## config.mk

```make
export PLATFORM = sky130hd
export DESIGN_NAME = gba_loader
export DESIGN_NICKNAME = d
export VERILOG_FILES = /design/src/rtl/gba_loader_pkg.sv /design/src/rtl/download_decode.sv /design/src/rtl/cart_header_scan.sv /design/src/rtl/bios_word_pack.sv /design/src/rtl/cheat_code_assemble.sv /design/src/rtl/gba_loader.sv
export SDC_FILE = /design/constraint.sdc
export NUM_CORES = 1
export LEC_CHECK = 0
export ABC_AREA = 1
export ABC_CLOCK_PERIOD_IN_PS = 5400
export BUFFER_PORTS_ARGS = -buffer_cell sky130_fd_sc_hd__buf_4
export CORE_AREA = 4 4 197 199
export CTS_BUF_LIST = sky130_fd_sc_hd__clkbuf_4 sky130_fd_sc_hd__clkbuf_8 sky130_fd_sc_hd__clkbuf_16
export DETAILED_ROUTE_END_ITERATION = 16
export DIE_AREA = 0 0 201 203
export GPL_ROUTABILITY_DRIVEN = 0
export PLACE_DENSITY = 0.68
export SLEW_MARGIN = 10
export SYNTH_ARGS = -nofsm -noshare
export SYNTH_HDL_FRONTEND = slang
export SYNTH_HIERARCHICAL = 1
export SYNTH_SLANG_ARGS = --single-unit
```

## constraint.sdc

```tcl
create_clock -name clk_sys -period 5.4 [get_ports clk_sys]
set_input_delay 1.62 -clock clk_sys [delete_from_list [all_inputs] [get_ports clk_sys]]
set_output_delay 1.62 -clock clk_sys [all_outputs]
set_load 0.01 [all_outputs]
```

## src/rtl/gba_loader_pkg.sv

```systemverilog
package gba_loader_pkg;

	// ========================================
	// Download stream types
	// ========================================

	typedef enum logic [1:0] {
		dl_none, // No download in progress
		dl_bios, // Index zero
		dl_cart, // Any index other than zero or all ones
		dl_code  // Index all ones, cheat list
	} dl_kind_e;

	typedef struct packed {
		logic        download;
		logic [7:0]  index;
		logic [26:0] addr;  // Byte address
		logic [15:0] dout;
		logic        wr;
	} ioctl_bus_t;

	typedef struct packed {
		dl_kind_e    kind;
		logic        active;
		logic        start;  // One cycle at download rise
		logic        finish; // One cycle at download fall
		logic        wr;
		logic [26:0] addr;
		logic [15:0] dout;   // Carries the index in cycles without a write
	} dl_event_t;

	// ========================================
	// Results
	// ========================================

	typedef struct packed {
		logic [11:0] addr; // Word address
		logic [31:0] data;
	} bios_write_t;

	// Same field order as the cheat engine expects
	typedef struct packed {
		logic [31:0] flags;
		logic [31:0] address;
		logic [31:0] compare;
		logic [31:0] replace;
	} cheat_code_t;

	typedef struct packed {
		logic sram_off;
		logic memory_remap;
		logic gpio;
		logic tilt;
		logic solar;
	} quirk_flags_t;

	typedef struct packed {
		logic         loaded;
		logic [1:0]   cart_type;
		logic         flash_1m;
		logic [26:0]  last_addr;
		quirk_flags_t quirks;
	} cart_info_t;

	typedef struct packed {
		logic [95:0]  title; // 12 ASCII bytes, left justified
		quirk_flags_t flags;
	} quirk_entry_t;

	// ========================================
	// Constants
	// ========================================

	localparam logic [22:0] TITLE_ROW        = 23'hA; // Header bytes 0xA0..0xAF
	localparam logic [3:0]  TITLE_CMP_OFFSET = 4'd12;
	localparam logic [71:0] FLASH_MARKER     = "FLASH1M_V";
	localparam logic [7:0]  CODE_INDEX       = 8'hFF;
	localparam int          QUIRK_COUNT      = 8;
	localparam int          BIOS_ADDR_LSB    = 2;

	// Flag order is sram_off, memory_remap, gpio, tilt, solar
	localparam quirk_entry_t QUIRK_TABLE [QUIRK_COUNT] = '{
		'{"ROCKY BOXING",               5'b10000},
		'{"DBZ LGCYGOKU",               5'b10000},
		'{{"BOMBER MAN", 16'h0000},     5'b11000}, // Classic NES series
		'{{"SUPER MARIO", 8'h00},       5'b11000},
		'{"POKEMON EMER",               5'b00100}, // Cart RTC on GPIO
		'{{"BOKTAI", 48'h000000000000}, 5'b00101}, // Solar sensor
		'{{"YOSHI TOPSY", 8'h00},       5'b00010},
		'{"WARIOTWISTED",               5'b00100}  // Gyro on GPIO
	};

endpackage

```

## src/rtl/download_decode.sv

```systemverilog
module download_decode
	import gba_loader_pkg::*;
(
	input  logic       clk_sys,
	input  logic       reset,
	input  ioctl_bus_t ioctl,
	output dl_event_t  dl_event
);

	dl_kind_e kind_next;

	// Kind stays valid through the finish cycle so scanners can match on it
	always_comb begin
		if (!(ioctl.download || dl_event.active))
			kind_next = dl_none;
		else if (ioctl.index == '0)
			kind_next = dl_bios;
		else if (ioctl.index == CODE_INDEX)
			kind_next = dl_code;
		else
			kind_next = dl_cart;
	end

	always_ff @(posedge clk_sys) begin
		if (reset) begin
			dl_event.kind   <= dl_none;
			dl_event.active <= 1'b0;
			dl_event.start  <= 1'b0;
			dl_event.finish <= 1'b0;
			dl_event.wr     <= 1'b0;
		end else begin
			dl_event.kind   <= kind_next;
			dl_event.active <= ioctl.download;                       // Also the previous level
			dl_event.start  <= ioctl.download & ~dl_event.active;
			dl_event.finish <= ~ioctl.download & dl_event.active;
			dl_event.wr     <= ioctl.download & ioctl.wr;            // Stray strobes dropped
		end
		dl_event.addr <= ioctl.addr;
		// Index rides the data lane while no write is on the bus
		dl_event.dout <= ioctl.wr ? ioctl.dout : {8'h00, ioctl.index};
	end

	// The host must not write in the rising cycle
	start_no_write: assert property (@(posedge clk_sys) disable iff (reset)
		!(dl_event.start && dl_event.wr));

endmodule

```

## src/rtl/cart_header_scan.sv

```systemverilog
module cart_header_scan
	import gba_loader_pkg::*;
(
	input  logic       clk_sys,
	input  logic       reset,
	input  dl_event_t  dl_event,
	output cart_info_t cart
);

	logic         cart_start;
	logic         cart_finish;
	logic         cart_wr;
	logic [15:0]  dout_swap;    // Bytes in memory order
	logic [63:0]  history;      // Last eight bytes of the ROM
	logic         flash_hit;
	logic         title_row;
	logic         title_cmp;
	logic [95:0]  title;
	logic [26:0]  last_wr_addr;
	quirk_flags_t quirk_hits;

	assign cart_start  = dl_event.start  && dl_event.kind == dl_cart;
	assign cart_finish = dl_event.finish && dl_event.kind == dl_cart;
	assign cart_wr     = dl_event.wr     && dl_event.kind == dl_cart;

	assign dout_swap = {dl_event.dout[7:0], dl_event.dout[15:8]};

	// ========================================
	// Flash marker search
	// ========================================

	// Marker may end on either byte of the incoming halfword
	always_comb begin
		flash_hit = 1'b0;
		if ({history, dl_event.dout[7:0]} == FLASH_MARKER)
			flash_hit = 1'b1;    // Even byte alignment
		if ({history[55:0], dout_swap} == FLASH_MARKER)
			flash_hit = 1'b1;    // Odd byte alignment
	end

	// ========================================
	// Title lookup
	// ========================================

	assign title_row = cart_wr && dl_event.addr[26:4] == TITLE_ROW;
	assign title_cmp = title_row && dl_event.addr[3:0] == TITLE_CMP_OFFSET;

	// Flags of all matching entries add up
	always_comb begin
		quirk_hits = '0;
		for (int i = 0; i < QUIRK_COUNT; i++) begin
			if (title == QUIRK_TABLE[i].title)
				quirk_hits = quirk_hits | QUIRK_TABLE[i].flags;
		end
	end

	// Payload
	always_ff @(posedge clk_sys) begin
		if (cart_wr) begin
			history      <= {history[47:0], dout_swap};
			last_wr_addr <= dl_event.addr;
		end
		// First halfword lands in the top bits
		if (title_row && dl_event.addr[3:0] < TITLE_CMP_OFFSET)
			title[{4'd10 - dl_event.addr[3:0], 3'd0} +: 16] <= dout_swap;
	end

	// ========================================
	// Cart result
	// ========================================

	always_ff @(posedge clk_sys) begin
		if (reset) begin
			cart.loaded    <= 1'b0;
			cart.cart_type <= 2'b00;
			cart.flash_1m  <= 1'b0;
			cart.last_addr <= '0;
			cart.quirks    <= '0;
		end else begin
			if (cart_start) begin
				cart.loaded    <= 1'b1;
				cart.cart_type <= dl_event.dout[7:6]; // Index bits 7..6
				cart.flash_1m  <= 1'b0;
				cart.quirks    <= '0;
			end

			if (cart_wr && flash_hit)
				cart.flash_1m <= 1'b1;

			if (title_cmp)
				cart.quirks <= cart.quirks | quirk_hits;

			if (cart_finish)
				cart.last_addr <= last_wr_addr;
		end
	end

endmodule

```

## src/rtl/bios_word_pack.sv

```systemverilog
module bios_word_pack
	import gba_loader_pkg::*;
(
	input  logic        clk_sys,
	input  logic        reset,
	input  dl_event_t   dl_event,
	input  logic        bios_homebrew,
	output logic        bios_wr,
	output bios_write_t bios_write
);

	logic bios_dl_wr;
	logic high_half;

	// Homebrew option keeps the built-in image untouched
	assign bios_dl_wr = dl_event.wr && dl_event.kind == dl_bios && !bios_homebrew;
	assign high_half  = dl_event.addr[1];

	always_ff @(posedge clk_sys) begin
		if (reset)
			bios_wr <= 1'b0;
		else
			bios_wr <= bios_dl_wr & high_half; // Word complete
	end

	always_ff @(posedge clk_sys) begin
		if (bios_dl_wr) begin
			if (!high_half) begin
				bios_write.data[15:0] <= dl_event.dout;
			end else begin
				bios_write.data[31:16] <= dl_event.dout;
				bios_write.addr        <= dl_event.addr[BIOS_ADDR_LSB +: 12];
			end
		end
	end

	// Halfwords alternate, so two words back to back mean a broken stream
	bios_wr_single: assert property (@(posedge clk_sys) disable iff (reset)
		bios_wr |=> !bios_wr);

endmodule

```

## src/rtl/cheat_code_assemble.sv

```systemverilog
module cheat_code_assemble
	import gba_loader_pkg::*;
(
	input  logic        clk_sys,
	input  logic        reset,
	input  dl_event_t   dl_event,
	output logic        cheat_clear,
	output logic        cheat_valid,
	output cheat_code_t cheat_code
);

	logic code_start;
	logic code_wr;

	assign code_start = dl_event.start && dl_event.kind == dl_code;
	assign code_wr    = dl_event.wr    && dl_event.kind == dl_code;

	always_ff @(posedge clk_sys) begin
		if (reset) begin
			cheat_clear <= 1'b0;
			cheat_valid <= 1'b0;
		end else begin
			cheat_clear <= code_start;                            // Old list dropped
			cheat_valid <= code_wr && dl_event.addr[3:0] == 4'd14; // Last halfword of a code
		end
	end

	// ========================================
	// Halfword steering, 16 bytes per code
	// ========================================

	always_ff @(posedge clk_sys) begin
		if (code_wr) begin
			case (dl_event.addr[3:0])
				4'd0:  cheat_code.flags[15:0]    <= dl_event.dout;
				4'd2:  cheat_code.flags[31:16]   <= dl_event.dout;
				4'd4:  cheat_code.address[15:0]  <= dl_event.dout;
				4'd6:  cheat_code.address[31:16] <= dl_event.dout;
				4'd8:  cheat_code.compare[15:0]  <= dl_event.dout;
				4'd10: cheat_code.compare[31:16] <= dl_event.dout;
				4'd12: cheat_code.replace[15:0]  <= dl_event.dout;
				4'd14: cheat_code.replace[31:16] <= dl_event.dout;
				default: ; // Odd offsets carry nothing
			endcase
		end
	end

	// A code never completes in the same cycle the list is wiped
	clear_valid_excl: assert property (@(posedge clk_sys) disable iff (reset)
		!(cheat_clear && cheat_valid));

endmodule

```

## src/rtl/gba_loader.sv

```systemverilog
module gba_loader
	import gba_loader_pkg::*;
(
	input  logic        clk_sys,
	input  logic        reset,
	input  ioctl_bus_t  ioctl,
	input  logic        bios_homebrew,

	// Firmware writes
	output logic        bios_wr,
	output bios_write_t bios_write,

	// Cheat list
	output logic        cheat_clear,
	output logic        cheat_valid,
	output cheat_code_t cheat_code,

	// Cart status levels
	output cart_info_t  cart
);

	dl_event_t dl_event;

	// ========================================
	// Stream input
	// ========================================

	download_decode u_decode (
		.clk_sys  (clk_sys),
		.reset    (reset),
		.ioctl    (ioctl),
		.dl_event (dl_event)
	);

	// ========================================
	// Scanners, all fed by the same stream
	// ========================================

	cart_header_scan u_cart (
		.clk_sys  (clk_sys),
		.reset    (reset),
		.dl_event (dl_event),
		.cart     (cart)
	);

	bios_word_pack u_bios (
		.clk_sys       (clk_sys),
		.reset         (reset),
		.dl_event      (dl_event),
		.bios_homebrew (bios_homebrew),
		.bios_wr       (bios_wr),
		.bios_write    (bios_write)
	);

	cheat_code_assemble u_cheat (
		.clk_sys     (clk_sys),
		.reset       (reset),
		.dl_event    (dl_event),
		.cheat_clear (cheat_clear),
		.cheat_valid (cheat_valid),
		.cheat_code  (cheat_code)
	);

endmodule

```

==> Yosys cells after proc, flatten, opt, wreduce, memory -nomap -nowiden <==
Cells that the tools add are included.
{ "word_totals": {"register_bits": 447, "input_bits": 56, "out_inout_bits": 211, "word_cells": 119} }
{ "op_classes": {"add_sub_neg": 2, "order_cmp": 1, "n_eq_ne": 22, "shift": 2, "muxes": 18, "bitwise_logic": 9, "reduce_logical": 30} }
{ "ops": {"columns": ["op", "n"], "rows": [
  ["== test 96 x 95 -> 1 bit (second input constant)", 8],
  ["== test 72 x 71 -> 1 bit (second input constant)", 2],
  ["bitwise mux 96 bit", 1],
  ["variable shift 16 x 9 -> 96 bit (first input constant)", 1],
  ["indexed part select 16 x 9 -> 96 bit", 1],
  ["two-way mux 5 bit", 6],
  ["== test 23 x 4 -> 1 bit (second input constant)", 1],
  ["AND reduction 2 bit", 10],
  ["== test 4 bit (second input constant)", 4],
  ["logical AND 1 bit", 12],
  ["two-way mux 3 bit", 3],
  ["negator 7 -> 9 bit", 1],
  ["== test 4 x 3 -> 1 bit (second input constant)", 2],
  ["== test 8 bit (second input constant)", 1],
  ["logical NOT 8 bit", 1],
  ["two-way mux 8 bit", 1],
  ["two-way mux 1 bit", 6],
  ["bitwise OR 5 bit", 1],
  ["AND 1 bit", 4],
  ["== test 2 bit (second input constant)", 2],
  ["== test 4 x 2 -> 1 bit (second input constant)", 1],
  ["logical NOT 4 bit", 1],
  ["less-than comparator 4 bit (second input constant)", 1],
  ["inverter 1 bit", 4],
  ["8 further kinds", 9]
]} }

==> Longest topological paths before layout <==
{ "depth": {"word_depth": 11, "ltp_mapped": 14, "mapped_depth_nobuf": 14} }

==> Modules after synthesis <==
The synthesis kept the hierarchy.
{ "modules_own_cells": {"columns": ["mod", "instances", "cells_each", "area_per_inst_um2", "seq_area_each_um2"], "rows": [
  ["cart_header_scan", 1, 1267, 10864.2, 6336.1],
  ["cheat_code_assemble", 1, 155, 4008.8, 3883.7],
  ["bios_word_pack", 1, 53, 1382.6, 1341.3],
  ["download_decode", 1, 116, 1267.5, 980.9]
]} }

==> Least setup slack after synthesis <==
Ideal clock, no wire load.
{ "synth_path": {"kind": "register to register", "from": "register, netlist name u_decode/dl_event[48]", "to": "register u_cart.title[40], enable pin", "setup_ns": 0.386, "arrival_time_ns": 4.098, "required_time_ns": 5.014, "path_slack_ns": 0.915, "path_stages_with_launch": 8, "path_buffers": 0, "period_less_slack_ns": 4.485, "cell_sequence": "dfxtp_1 -> and3_1 -> nand4_1 -> nor2_1 -> nand2_1 -> inv_1 -> nand2_1 -> a211oi_1"} }
{ "synth_via": {"elab_chain_cells": 4} }
{ "synth_lines": {"columns": ["element", "line_no", "text"], "rows": [
  ["== test 2 bit", "cart_header_scan.sv:24", "assign cart_wr = dl_event.wr && dl_event.kind == dl_cart;"],
  ["logical AND 1 bit", "cart_header_scan.sv:24", null],
  ["via u_cart.cart_wr", "cart_header_scan.sv:12", "logic cart_wr;"],
  ["logical AND 1 bit", "cart_header_scan.sv:45", "assign title_row = cart_wr && dl_event.addr[26:4] == TITLE_ROW;"],
  ["logical AND 1 bit", "cart_header_scan.sv:64", "if (title_row && dl_event.addr[3:0] < TITLE_CMP_OFFSET)"],
  ["end signal: indexed assignment", "cart_header_scan.sv:65", "title[{4'd10 - dl_event.addr[3:0], 3'd0} +: 16] <= dout_swap;"],
  ["end: declaration", "cart_header_scan.sv:18", "logic [95:0] title;"]
]} }
The timed path passes the listed nets, and every way through them passes these cells.
A chain may end at the register's enable or synchronous reset.

==> Worst setup path after layout <==
{ "layout_path": {"from": "register, netlist name u_decode/dl_event[16]", "to": "register u_cart.title[33], enable pin"} }
{ "layout_via": {"elab_chain_cells": 2} }
{ "layout_lines": {"columns": ["element", "line_no"], "rows": [
  ["less-than comparator 4 bit", "cart_header_scan.sv:64"],
  ["logical AND 1 bit", "cart_header_scan.sv:64"]
]} }
Every way passes these cells.

==> run_results.csv <==
group,metric,value,unit
status,outcome,"completed",
logic_synthesis,syn_avg_cell_area,11.0,sq um
detailed_routing,dr.pass1.iters,7,
timing,fin_crit_sh,73.9,%
layout,layout_commonest_cell,"edfxtp_1",
timing,finClkSkew,30.2,ps
setup_path,worst-path-max-fanout,30,
timing,worst_slack,1410,ps
setup_path,r2r_start,"u_decode/dl_event[16]$_DFF_P_",
global_route,track_usage,23.1,%
detailed_routing,drc,0,
layout,drive_gt1_share,20.9,%
pwr,p_leak,8.51,nW
global_route,grt_start_max_net_pins,55,
clock_tree,cts_hold_buf,0,
clock_tree,clk_path_buf_depth,3,
clock_tree,cts_setup_buffers,0,
setup_path,worstPathRequired,5560,ps
worst_hold_path,worstHoldPathType,"reg -> reg",
setup_path,max_stage_delay,900,ps
placed_design,io_buffers,266,
floorplan,die_width,201,microns
logic_synthesis,yosysSeqAreaShare,71.6,%
worst_hold_path,worstHoldStart,"u_decode/dl_event[46]$_SDFF_PP0_",
detailed_routing,wl_per_cell,20.3,microns
setup_path,cp-end-kind,"register",
global_route,antenna_found_initial,0,
clock_tree,htreeDepth,2,
floorplan,core_region_area,37200,sq um
timing,fmax,0.251,GHz
setup_path,slowest_stage,"nor3_1",
logic_synthesis,syn_inst,1591,
timing,rsz0062_at_grt,"no",
floorplan,initial_core_util,47.1,%
layout,num_antenna_cells,0,
global_route,grt_pass1_wl,72.0,mm
floorplan,boundaryPins,267,
setup_path,cp.arrival,4150,ps
logic_synthesis,ys.flop_type,"edfxtp_1",
worst_hold_path,hold_depth,1,
global_route,grt-ovfl-total,0,
pwr,p_int,0.00561,W
setup_path,r2r_end,"u_cart/title[33]$_DFFE_PP_",
setup_path,critical_path.cell_chain,"inv_2 -> ha_1 -> nand2_1 -> nor2_2 -> inv_2 -> nand2_1 -> nand2_4 -> inv_4 -> nand3_1 -> nor3_1",
clock_tree,clk_latency,560,ps
logic_synthesis,synth_edf_count,359,
setup_path,critPathKind,"reg -> reg",
setup_path,worstSetupStartpointType,"register",
timing,max_slew_margin,22.8,%
detailed_routing,vias_per_cell,5.28,
timing,finalCriticalPeriod,3990,ps
clock_tree,post_cts_resized,0,
detailed_routing,vias,12600,
layout,final_cells,2397,
floorplan,rows,71,
layout,final_cell_mix,"359 x edfxtp_1, 308 x nor2_1, 292 x nand2_1",
logic_synthesis,syn_nets,1651,
timing,worstMarginPinSlew,1150,ps
clock_tree,clkTransAtPathRegs,60,ps
timing,hold_viol_final,0,
logic_synthesis,synth.cell_area,17500,sq um
logic_synthesis,ys.warnings.count,6,
detailed_routing,drt_iter0_markers,1217,
clock_tree,cts.sinks,447,
timing,setup_viol,0,
logic_synthesis,ys_ff_latch,447,
logic_synthesis,synthDistinctLibCells,46,
pwr,seqPwrFrac,53.6,%
pwr,clkPwrFrac,42.4,%
setup_path,rr_worst_depth,10,
floorplan,floorplan.die_area,40800,sq um
timing,finalMaxSlewViolations,0,
pwr,pwr_density_cell,331,nW/um^2
global_route,grt_pass1_vias,12400,
clock_tree,cts_tree,"done",
run,maxCapViolCount,0,
setup_path,ff2ff_setup_slack,1410,ps
logic_synthesis,async_flop_share,0,%
worst_hold_path,min_to,"u_decode/dl_event[45]$_SDFF_PP0_",
timing,whs,422,ps
placed_design,dpl_worst_slack,1520,ps
layout,nNetsFinal,1946,
detailed_routing,drt_wl_total,48.6,mm
clock_tree,numCtsBuffers,45,
pwr,peakVddDrop,0.000319,V
layout,syn_to_final_growth,23.0,%
clock_tree,cts-root-buf,"clkbuf_16",
floorplan,dieHeight,203,microns
timing,finalSetupTns,0,ps
pwr,p_sw_share,21.4,%
detailed_routing,ant_nets,0,
pwr,combPwrFrac,4.0,%
pwr,p_switching,0.00153,W
layout,final_core_util,57.9,%
placed_design,dpl.hpwl,35.5,mm
placed_design,dpl.cell_count,2313,
[cells in the mapped netlist, types with 3 or more instances]
| cell | n | share of area [%] |
|---|---|---|
| nand3_2 | 3 | 0.17 |
| nand2_1 | 292 | 6.3 |
| nand3_1 | 66 | 1.9 |
| o21ai_0 | 47 | 1.3 |
| a21oi_1 | 42 | 1.2 |
| ha_1 | 4 | 0.29 |
| nand4_1 | 22 | 0.79 |
| o21ai_1 | 4 | 0.11 |
| buf_2 | 10 | 0.29 |
| edfxtp_1 | 359 | 62 |
| clkbuf_1 | 11 | 0.24 |
| nor3b_1 | 4 | 0.17 |
| o22ai_1 | 19 | 0.68 |
| dfxtp_1 | 88 | 10 |
| inv_2 | 12 | 0.26 |
| nor4_1 | 14 | 0.50 |
| inv_1 | 213 | 4.6 |
| nor2_2 | 8 | 0.29 |
| nand2_2 | 3 | 0.11 |
| nor3_1 | 26 | 0.74 |
| nand3b_1 | 3 | 0.13 |
| buf_6 | 4 | 0.26 |
| nor2_1 | 308 | 6.6 |
[final cells by class]
cell class | instances | area, sq um
clock buffer | 72 | 1390
clock inverter | 12 | 73.8
fill | 3044 | 15700
inverter | 226 | 851
multi-input combinational | 892 | 4040
sequential | 447 | 12500
tap | 474 | 593
timing repair buffer | 274 | 2060
[critical path: cells and delay by family (launching register included)]
family,cells,cell delay (ps)
fa+ha+maj,1,530
buf+inv,3,660
flops,1,680
simple gates,6,1740
[power groups by stage]
stage          combinational (W)  clock (W)  sequential (W)
2_1_floorplan           0.000188          0         0.00386
3_3_place_gp            0.000274          0         0.00390
3_5_place_dp            0.000279          0         0.00390
4_1_cts                 0.000281    0.00307         0.00383
5_1_grt                 0.000312    0.00322         0.00383
6_report                0.000289    0.00303         0.00383
[per-layer routing]
layer	part of all wire [%]	vias up	global-route usage [%]	wire length [microns]
met1	39	5853	29.9	19200
met2	44	769	36.0	21500
li1	-	5880	-	-
met4	4.3	0	9.86	2100
met3	12	143	7.79	5810
met5	0	-	0	0
[registers in the layout, indices dropped and copies added, names as in the netlist]
| signal | cells |
|---|---|
| u_cart/history | 64 |
| u_bios/bios_wr | 1 |
| u_decode/dl_event | 49 |
| u_cheat/cheat_valid | 1 |
| u_cart/last_wr_addr | 27 |
| u_cheat/cheat_code | 128 |
| u_bios/bios_write | 44 |
| u_cheat/cheat_clear | 1 |
| u_cart/cart | 36 |
| u_cart/title | 96 |
[how the worst max path moves through the flow]
stage | cells after the start | slack [ps] | end | start
floorplan | 7 | 920 | u_cart/title[40]$_DFFE_PP_ | u_decode/dl_event[48]$_SDFF_PP0_
global placement | 10 | 1640 | u_cart/title[38]$_DFFE_PP_ | u_decode/dl_event[16]$_DFF_P_
detailed placement | 10 | 1520 | u_cart/title[35]$_DFFE_PP_ | u_decode/dl_event[16]$_DFF_P_
CTS | 10 | 1520 | u_cart/title[33]$_DFFE_PP_ | u_decode/dl_event[16]$_DFF_P_
global route | 9 | 1140 | u_cart/title[87]$_DFFE_PP_ | u_decode/dl_event[16]$_DFF_P_
finish | 10 | 1410 | u_cart/title[33]$_DFFE_PP_ | u_decode/dl_event[16]$_DFF_P_
[logic make-up after synthesis]
family	Yosys count	share of synthesized area, %
buffers and inverters	252	5.66
flip-flops	447	71.6
adder cells (fa/ha/maj)	4	0.286
XOR/XNOR	3	0.193
AO/OA/AOI/OAI	121	3.85
AND/OR/NAND/NOR	764	18.4
[metrics by stage]
step | power [W] | instance area, sq um
5_1_grt | 0.00736 | 21500
4_1_cts | 0.00718 | 21500
2_1_floorplan | 0.00405 | 17500
3_3_place_gp | 0.00417 | 20100
6_report | 0.00714 | 21500
3_5_place_dp | 0.00418 | 20100
Note: power is estimated with default switching activity, not from simulation.
